`config.mk`:
```
export PLATFORM = sky130hd
export DESIGN_NAME = invaders_top
export DESIGN_NICKNAME = d
export VERILOG_FILES = /design/src/source/invaders_pkg.sv /design/src/source/game_mode_fsm.sv /design/src/source/ship_control.sv /design/src/source/alien_formation.sv /design/src/source/pixel_mixer.sv /design/src/source/invaders_top.sv
export SDC_FILE = /design/constraint.sdc
export NUM_CORES = 1
export LEC_CHECK = 0
export BUFFER_PORTS_ARGS = -buffer_cell sky130_fd_sc_hd__clkbuf_2
export CAP_MARGIN = 30
export CORE_ASPECT_RATIO = 0.6
export CORE_MARGIN = 2
export CORE_UTILIZATION = 52
export CTS_CLUSTER_SIZE = 12
export DETAILED_ROUTE_END_ITERATION = 12
export GPL_TIMING_DRIVEN = 0
export PLACE_DENSITY = 0.73
export SYNTH_ARGS = -nofsm -noshare
export SYNTH_HDL_FRONTEND = slang
export SYNTH_HIERARCHICAL = 1
export SYNTH_SLANG_ARGS = --single-unit
```
`constraint.sdc`:
```
create_clock -name clk -period 3.2 [get_ports clk]
set_input_delay 0.96 -clock clk [delete_from_list [all_inputs] [get_ports clk]]
set_output_delay 0.96 -clock clk [all_outputs]
set_load 0.01 [all_outputs]
```
`src/source/invaders_pkg.sv`:
```
`default_nettype none

package invaders_pkg;

	//////////////////////////////
	// Basic types

	// Screen coordinate, wide enough for off-screen scan positions
	typedef logic [10:0] coord_t;

	// Colour byte, blue in the top bits, then green, then red
	typedef logic [7:0] rgb_t;

	// Current scan position
	typedef struct packed {
		coord_t x;
		coord_t y;
	} pixel_pos_t;

	// One sprite part's claim on the current pixel
	typedef struct packed {
		logic hit;
		rgb_t colour;
	} sprite_hit_t;

	// Screen modes, stepped by the display button
	typedef enum logic [1:0] {
		MODE_BLANK = 2'd0,
		MODE_START = 2'd1,
		MODE_GAME  = 2'd2
	} display_mode_t;

	// Sideways direction of the alien formation
	typedef enum logic {
		MARCH_RIGHT = 1'b0,
		MARCH_LEFT  = 1'b1
	} march_dir_t;

	//////////////////////////////
	// Screen and border rows
	localparam coord_t SCREEN_W          = 11'd640;
	localparam coord_t SCREEN_H          = 11'd480;
	localparam coord_t SCOREBOARD_TOP    = 11'd0;
	localparam coord_t SCOREBOARD_BOTTOM = 11'd60;
	localparam coord_t BARRIER_BOTTOM    = 11'd400;
	localparam coord_t EXTRA_LIVES_TOP   = 11'd445;
	localparam coord_t SCREEN_LAST_ROW   = 11'd479;

	//////////////////////////////
	// Colours
	localparam rgb_t COLOR_SPACESHIP = 8'b01111000;
	localparam rgb_t COLOR_ALIEN     = 8'b10101010;
	localparam rgb_t COLOR_BLACK     = 8'b00000000;
	localparam rgb_t COLOR_SPACE     = COLOR_BLACK;
	localparam rgb_t COLOR_GREEN     = 8'b00111000;
	localparam rgb_t COLOR_BLUE      = 8'b11000000;
	localparam rgb_t COLOR_YELLOW    = 8'b00111111;
	// Solid fill for the start screen
	localparam rgb_t COLOR_START     = COLOR_YELLOW;

	//////////////////////////////
	// Ship geometry
	localparam coord_t SHIP_Y_TOP   = 11'd410;
	localparam coord_t SHIP_W       = 11'd40;
	localparam coord_t SHIP_H       = 11'd20;
	localparam coord_t SHIP_X_START = 11'd300;
	// Rightmost ship x, keeps the ship fully on screen
	localparam coord_t SHIP_X_MAX   = 11'd600;

	// Alien cell and formation geometry
	localparam coord_t ALIEN_W       = 11'd30;
	localparam coord_t ALIEN_H       = 11'd20;
	localparam coord_t ALIEN_PITCH_X = 11'd50;
	localparam coord_t ALIEN_PITCH_Y = 11'd30;
	localparam coord_t ALIEN_X_START = 11'd195;
	localparam coord_t ALIEN_Y_START = 11'd150;
	localparam coord_t ALIEN_STEP    = 11'd5;
	localparam coord_t ALIEN_DROP    = 11'd10;

endpackage

`default_nettype wire

```
`src/source/game_mode_fsm.sv`:
```
`timescale 1ns/1ns
`default_nettype none

module game_mode_fsm import invaders_pkg::*; (
	input  logic          clk,
	input  logic          rst,
	input  logic          button_display,
	output display_mode_t mode,
	output logic          restart
);

	display_mode_t mode_next;

	// Blank, start, game, and round again
	always_comb begin
		case (mode)
			MODE_BLANK: mode_next = MODE_START;
			MODE_START: mode_next = MODE_GAME;
			MODE_GAME:  mode_next = MODE_BLANK;
			default:    mode_next = MODE_BLANK;
		endcase
	end

	always_ff @(posedge clk or posedge rst) begin
		if (rst) begin
			mode    <= MODE_BLANK;
			restart <= 1'b0;
		end else begin
			// High in the first cycle of game mode only
			restart <= button_display && (mode == MODE_START);
			if (button_display) begin
				mode <= mode_next;
			end
		end
	end

	// Encoding 2'd3 is never reached
	mode_legal: assert property (@(posedge clk) disable iff (rst)
		mode inside {MODE_BLANK, MODE_START, MODE_GAME});

endmodule

`default_nettype wire

```
`src/source/ship_control.sv`:
```
`timescale 1ns/1ns
`default_nettype none

module ship_control import invaders_pkg::*; #(
	parameter int SHIP_STEP = 4
) (
	input  logic          clk,
	input  logic          rst,
	input  logic          restart,
	input  logic          move_tick,
	input  logic          button_left,
	input  logic          button_right,
	input  display_mode_t mode,
	input  pixel_pos_t    pos,
	output sprite_hit_t   ship_hit
);

	localparam coord_t STEP = coord_t'(SHIP_STEP);

	coord_t      ship_x;
	logic [11:0] right_sum;
	logic        move_en;
	logic        go_left;
	logic        go_right;
	logic        in_ship;

	//////////////////////////////
	// Position register

	// Ticks only count in game mode
	assign move_en = move_tick && (mode == MODE_GAME);
	// Both buttons held cancel out
	assign go_left  = button_left && !button_right;
	assign go_right = button_right && !button_left;
	// One extra bit so a large step cannot wrap
	assign right_sum = {1'b0, ship_x} + {1'b0, STEP};

	always_ff @(posedge clk or posedge rst) begin
		if (rst) begin
			ship_x <= SHIP_X_START;
		end else if (restart) begin
			ship_x <= SHIP_X_START;
		end else if (move_en) begin
			if (go_left) begin
				// Clamp at the left screen edge
				ship_x <= (ship_x < STEP) ? '0 : ship_x - STEP;
			end else if (go_right) begin
				// Clamp at the right limit
				ship_x <= (right_sum > {1'b0, SHIP_X_MAX}) ? SHIP_X_MAX : right_sum[10:0];
			end
		end
	end

	//////////////////////////////
	// Hit test, straight from pos
	assign in_ship = (pos.x >= ship_x) && (pos.x < ship_x + SHIP_W) &&
		(pos.y >= SHIP_Y_TOP) && (pos.y < SHIP_Y_TOP + SHIP_H);

	assign ship_hit = '{hit: in_ship, colour: COLOR_SPACESHIP};

	// Ship stays fully on screen
	ship_in_range: assert property (@(posedge clk) disable iff (rst)
		ship_x <= SHIP_X_MAX);

endmodule

`default_nettype wire

```
`src/source/alien_formation.sv`:
```
`timescale 1ns/1ns
`default_nettype none

module alien_formation import invaders_pkg::*; #(
	parameter int ALIEN_COLS = 6,
	parameter int ALIEN_ROWS = 2
) (
	input  logic          clk,
	input  logic          rst,
	input  logic          restart,
	input  logic          move_tick,
	input  display_mode_t mode,
	input  pixel_pos_t    pos,
	output sprite_hit_t   alien_hit
);

	// Left edge of the first column to right edge of the last
	localparam coord_t FORM_W = coord_t'((ALIEN_COLS - 1) * ALIEN_PITCH_X + ALIEN_W);

	coord_t                origin_x;
	coord_t                origin_y;
	march_dir_t            dir;
	logic [11:0]           right_extent;
	logic                  at_right;
	logic                  at_left;
	logic                  move_en;
	coord_t                off_x;
	coord_t                off_y;
	logic                  in_x;
	logic                  in_y;
	logic [ALIEN_COLS-1:0] col_hit;
	logic [ALIEN_ROWS-1:0] row_hit;

	//////////////////////////////
	// March state

	assign move_en = move_tick && (mode == MODE_GAME);

	// Right edge after one more step
	assign right_extent = {1'b0, origin_x} + {1'b0, FORM_W} + {1'b0, ALIEN_STEP};

	// Edge checks only apply in the current direction
	assign at_right = (dir == MARCH_RIGHT) && (right_extent > {1'b0, SCREEN_W});
	assign at_left  = (dir == MARCH_LEFT) && (origin_x < ALIEN_STEP);

	always_ff @(posedge clk or posedge rst) begin
		if (rst) begin
			origin_x <= ALIEN_X_START;
			origin_y <= ALIEN_Y_START;
			dir      <= MARCH_RIGHT;
		end else if (restart) begin
			origin_x <= ALIEN_X_START;
			origin_y <= ALIEN_Y_START;
			dir      <= MARCH_RIGHT;
		end else if (move_en) begin
			if (at_right || at_left) begin
				// Drop and turn, no sideways move on this tick
				origin_y <= origin_y + ALIEN_DROP;
				dir      <= (dir == MARCH_RIGHT) ? MARCH_LEFT : MARCH_RIGHT;
			end else if (dir == MARCH_RIGHT) begin
				origin_x <= origin_x + ALIEN_STEP;
			end else begin
				origin_x <= origin_x - ALIEN_STEP;
			end
		end
	end

	//////////////////////////////
	// Grid hit test

	// Offset from the origin, only meaningful when in_x / in_y
	assign in_x  = pos.x >= origin_x;
	assign in_y  = pos.y >= origin_y;
	assign off_x = pos.x - origin_x;
	assign off_y = pos.y - origin_y;

	// Grid is a plain product, so columns and rows test apart
	for (genvar c = 0; c < ALIEN_COLS; c++) begin : g_col
		localparam coord_t CELL_X = coord_t'(c * ALIEN_PITCH_X);
		assign col_hit[c] = in_x && (off_x >= CELL_X) && (off_x < CELL_X + ALIEN_W);
	end

	for (genvar r = 0; r < ALIEN_ROWS; r++) begin : g_row
		localparam coord_t CELL_Y = coord_t'(r * ALIEN_PITCH_Y);
		assign row_hit[r] = in_y && (off_y >= CELL_Y) && (off_y < CELL_Y + ALIEN_H);
	end

	assign alien_hit = '{hit: (|col_hit) && (|row_hit), colour: COLOR_ALIEN};

	// Formation never crosses the right screen edge
	formation_on_screen: assert property (@(posedge clk) disable iff (rst)
		({1'b0, origin_x} + {1'b0, FORM_W}) <= {1'b0, SCREEN_W});

endmodule

`default_nettype wire

```
`src/source/pixel_mixer.sv`:
```
`timescale 1ns/1ns
`default_nettype none

module pixel_mixer import invaders_pkg::*; (
	input  logic          clk,
	input  logic          rst,
	input  display_mode_t mode,
	input  pixel_pos_t    pos,
	input  sprite_hit_t   ship_hit,
	input  sprite_hit_t   alien_hit,
	output rgb_t          rgb
);

	logic on_screen;
	logic row_green;
	logic row_blue;
	rgb_t rgb_next;

	assign on_screen = (pos.x < SCREEN_W) && (pos.y < SCREEN_H);

	// Fixed border rows of the game screen
	assign row_green = (pos.y == SCOREBOARD_TOP) || (pos.y == SCOREBOARD_BOTTOM) ||
		(pos.y == EXTRA_LIVES_TOP) || (pos.y == SCREEN_LAST_ROW);
	assign row_blue  = pos.y == BARRIER_BOTTOM;

	//////////////////////////////
	// Colour select
	always_comb begin
		rgb_next = COLOR_BLACK;
		if (on_screen) begin
			case (mode)
				MODE_START: rgb_next = COLOR_START;
				MODE_GAME: begin
					// Borders, ship, aliens, space
					if (row_green) begin
						rgb_next = COLOR_GREEN;
					end else if (row_blue) begin
						rgb_next = COLOR_BLUE;
					end else if (ship_hit.hit) begin
						rgb_next = ship_hit.colour;
					end else if (alien_hit.hit) begin
						rgb_next = alien_hit.colour;
					end else begin
						rgb_next = COLOR_SPACE;
					end
				end
				default: rgb_next = COLOR_BLACK;
			endcase
		end
	end

	// One cycle from pos to rgb
	always_ff @(posedge clk or posedge rst) begin
		if (rst) begin
			rgb <= COLOR_BLACK;
		end else begin
			rgb <= rgb_next;
		end
	end

endmodule

`default_nettype wire

```
`src/source/invaders_top.sv`:
```
`timescale 1ns/1ns
`default_nettype none

module invaders_top import invaders_pkg::*; #(
	parameter int ALIEN_COLS = 6,
	parameter int ALIEN_ROWS = 2,
	parameter int SHIP_STEP  = 4
) (
	input  logic       clk,
	input  logic       rst,
	input  logic       button_display,
	input  logic       button_left,
	input  logic       button_right,
	input  logic       move_tick,
	input  pixel_pos_t pos,
	output rgb_t       rgb
);

	display_mode_t mode;
	logic          restart;
	sprite_hit_t   ship_hit;
	sprite_hit_t   alien_hit;

	//////////////////////////////
	// Screen mode
	game_mode_fsm i_mode (
		.clk            (clk),
		.rst            (rst),
		.button_display (button_display),
		.mode           (mode),
		.restart        (restart)
	);

	//////////////////////////////
	// Sprite parts, side by side
	ship_control #(
		.SHIP_STEP (SHIP_STEP)
	) i_ship (
		.clk          (clk),
		.rst          (rst),
		.restart      (restart),
		.move_tick    (move_tick),
		.button_left  (button_left),
		.button_right (button_right),
		.mode         (mode),
		.pos          (pos),
		.ship_hit     (ship_hit)
	);

	alien_formation #(
		.ALIEN_COLS (ALIEN_COLS),
		.ALIEN_ROWS (ALIEN_ROWS)
	) i_aliens (
		.clk       (clk),
		.rst       (rst),
		.restart   (restart),
		.move_tick (move_tick),
		.mode      (mode),
		.pos       (pos),
		.alien_hit (alien_hit)
	);

	// Registered colour out
	pixel_mixer i_mixer (
		.clk       (clk),
		.rst       (rst),
		.mode      (mode),
		.pos       (pos),
		.ship_hit  (ship_hit),
		.alien_hit (alien_hit),
		.rgb       (rgb)
	);

endmodule

`default_nettype wire

```
==> flow_summary.json <==
{
  "synthCells": 594,
  "overflow": 0,
  "power_uw": 3410,
  "gp_congestion": 0.919,
  "period_minus_slack_ns": 3.88,
  "io_pins": 36,
  "vias": 4753,
  "stdcell_count": 777,
  "p_sw_frac": 0.450,
  "synth_area_sq_um": 4810,
  "dieWidth_um": 128,
  "viasPerCell": 6.12,
  "yosys.area.top_type": "dfrtp_1",
  "portBuffers": 35,
  "n_fill_cell": 775,
  "fin_util": 0.632,
  "pwr-share-comb": 0.594,
  "multi_input_area_sq_um": 3660,
  "cts_max_level": 2,
  "p_clk_frac": 0.175,
  "violations": "setup timing",
  "slowest_delay_ns": 0.38,
  "yosysSeqAreaShare": 0.221,
  "min_period_over_period": 1.21,
  "cts_buffers": 5,
  "crit_path_end_kind": "flop",
  "fin_nets": 740,
  "finalHoldViolations": 0,
  "slowest_stage": "a311oi_2",
  "critPathBufInv": 5,
  "async_reset_ff_frac": 1.00,
  "ys_ff_latch": 42,
  "postRouteAntennaNets": 0,
  "fin_tns_setup_ns": -2.67,
  "cts.sinks": 42,
  "ff_latch_area_sq_um": 1070,
  "first_pass_iters": 5,
  "cp.arrival_ns": 4.10,
  "crit_chain": "clkbuf_2 > ha_1 > buf_4 > and3b_1 > a211oi_1 > o211ai_1 > buf_4 > o41ai_2 > o211ai_1 > a311oi_2 > nor2b_2 > buf_6 > buf_12 > a22o_1 > nand2_1 > a21oi_2",
  "wl_met3_um": 837,
  "ys_warn_count": 6,
  "worstPathMaxFanout": 9,
  "worst_setup_path_start_kind": "primary input",
  "top_signal_layer_used": "met4",
  "diodes": 0,
  "maxSlewViolCount": 0,
  "start_util": 0.530,
  "path_clk_slew_ns": 0.06,
  "dieArea_sq_um": 10100,
  "route.detailed.drc": 0,
  "cap_violations": 0,
  "wl_per_cell_um": 16.7,
  "wirelength_um": 13000,
  "cp_data_required_time_ns": 3.42,
  "grt_usage": 0.265,
  "grt_setup_unrepaired": "yes",
  "first_iter_violations": 389,
  "leakagePower_uw": 0.00257,
  "layout_setup_ws_ns": -0.680,
  "clock-root-buffer": "clkbuf_16",
  "ys_top_cells_by_area": "dfrtp_1 16%, ha_1 13%, dfstp_2 6.5%",
  "cts_tree": "done",
  "synth_edf_count": 0,
  "grt_pass1_vias": 4672,
  "rows": 27,
  "dpl.cell_count": 758,
  "dp_hpwl_um": 9640,
  "fin_worst_skew_ns": 0.00326,
  "ir_drop_v": 0.000509,
  "path_class": "primary input to flop",
  "final_layout_size_suffix_gt1_frac": 0.206,
  "cts_hold_buffers": 0,
  "wl_met2_um": 5890,
  "max_freq_ghz": 0.258,
  "routedLengthMet1_um": 6070,
  "clockBufferDepth": 2,
  "p_switching_uw": 1530,
  "die_h_um": 78.5,
  "layout-area-overhead-vs-synth_pct": 19.2,
  "p_int_uw": 1870,
  "clkLatencyLatePin_ns": 0.29,
  "worst_pin_slew_ns": 0.844,
  "outcome": "finished, violations left",
  "grt_pass1_wl_um": 21700,
  "grt_max_degree": 23,
  "synth_ff_type": "dfrtp_1",
  "synth_top_area_share": 0.156,
  "ys_types": 79,
  "p_per_area_nw_per_um2": 594,
  "antenna_found_initial": 0,
  "avgSynthCellArea_sq_um": 8.11,
  "hold_class": "flop to flop",
  "final-setup-viol-count": 4,
  "coreArea_sq_um": 9090,
  "cp_top_family": "compound AO/OA/AOI/OAI gates",
  "pwr-share-seq": 0.231,
  "slew_headroom": 0.437
}
==> state kept, by name, indices dropped and copies added, names as in the netlist <==
register	cells
i_aliens/dir	1
i_aliens/origin_x	11
i_aliens/origin_y	10
i_mixer/rgb	8
i_mode/mode	2
i_mode/restart	1
i_ship/ship_x	9
==> power by group through the flow <==
stage / clock network, uW / logic, uW / registers [uW]
floorplan: 0 / 1370 / 751
global placement: 0 / 1660 / 786
detailed placement: 0 / 1730 / 788
CTS: 611 / 1920 / 781
global route: 636 / 2220 / 799
finish: 597 / 2020 / 787
==> path summary, 6_finish.rpt <==
path / slack [ns] / cells past startpoint / start / endpoint
worst min register to register: 0.55 / 2 / i_aliens/origin_y[2]$_DFFE_PP1P_ / i_aliens/origin_y[2]$_DFFE_PP1P_
worst max register to register: -0.62 / 16 / i_aliens/origin_x[5]$_DFFE_PP0P_ / i_mixer/rgb[3]$_DFF_PP0_
min in group asynchronous: 0.60 / 2 / rst / i_mode/restart$_DFF_PP0_
worst min-delay path: 0.55 / 2 / i_aliens/origin_y[2]$_DFFE_PP1P_ / i_aliens/origin_y[2]$_DFFE_PP1P_
max in group asynchronous: 1.77 / 2 / rst / i_aliens/origin_x[2]$_DFFE_PP0P_
worst max-delay path: -0.68 / 16 / pos[16] / i_mixer/rgb[3]$_DFF_PP0_
==> logic make-up (layout without fill, tap and decap cells) <==
group / after synthesis / after routing / share of synthesized area
buffers and inverters: 80 / 134 / 0.0782
AOI/OAI and AO/OA: 164 / 164 / 0.244
DFF: 42 / 42 / 0.221
muxes: 4 / 4 / 0.00832
adders and majority gates: 52 / 52 / 0.138
xor gates and xnor gates: 43 / 43 / 0.0782
other: 4 / 17 / 0.00312
and+or+nand+nor: 205 / 205 / 0.228
==> routing by layer <==
metal  track usage  vias to the layer above
li1              -                     2291
met1         0.352                     2257
met2         0.437                      184
met3        0.0525                       21
met4        0.0758                        0
met5             0                        -
==> tightest hold or removal path: stages, from the launching register on <==
cell and delay (ns):
dfstp_2 0.38, nor2_1 0.09, a21oi_1 0.07
==> placed cells by master (no fill, tap or decap), types with 6 or more instances in the layout <==
master | netlist | layout
a211oi_1 | 7 | 6
a21oi_1 | 38 | 33
a31oi_1 | 7 | 7
and3_1 | 10 | 10
buf_4 | 19 | 31
clkbuf_1 | 8 | 8
clkbuf_16 | 0 | 6
clkbuf_2 | 1 | 34
conb_1 | 4 | 17
dfrtp_1 | 30 | 30
dfstp_2 | 12 | 12
ha_1 | 50 | 43
ha_4 | 0 | 6
inv_1 | 47 | 45
nand2_1 | 33 | 33
nand2b_1 | 13 | 13
nand3_1 | 20 | 19
nand4_1 | 9 | 9
nor2_1 | 51 | 51
nor3_1 | 22 | 22
nor4_1 | 15 | 13
o211a_1 | 6 | 6
o211ai_1 | 7 | 7
o21ai_0 | 33 | 31
o31ai_1 | 8 | 8
or3_1 | 9 | 9
xnor2_1 | 31 | 29
xor2_1 | 12 | 10
==> repair_timing <==
item | CTS | global route
pin swaps | 12 | 9
buffers inserted | 9 | 3
gates resized for setup | 25 | 16
setup endpoints to repair | 4 | 6
==> Yosys cell counts (10+ instances only) <==
library cell and number:
a21oi_1 38, and3_1 10, buf_4 19, dfrtp_1 30
dfstp_2 12, ha_1 50, inv_1 47, nand2_1 33
nand2b_1 13, nand3_1 20, nor2_1 51, nor3_1 22
nor4_1 15, o21ai_0 33, xnor2_1 31, xor2_1 12
==> final cells by class <==
cell class                 count  area share
clock buffer                   7      0.0249
timing repair buffer          47      0.0530
clock inverter                 1     0.00523
sequential                    42       0.186
multi-input combinational    485       0.637
tap                          116      0.0253
inverter                      49      0.0342
buffer                        30      0.0344
==> metrics by stage <==
step                setup slack, ns  instance area, sq um  hold slack, ns
floorplan                    -0.477                  4920           0.510
global placement              -1.18                  5250           0.527
detailed placement            -1.28                  5250           0.540
CTS                          -0.548                  5670           0.552
global route                 -0.768                  5740           0.567
finish                       -0.680                  5740           0.550
Power figures use the tool's default switching activity.
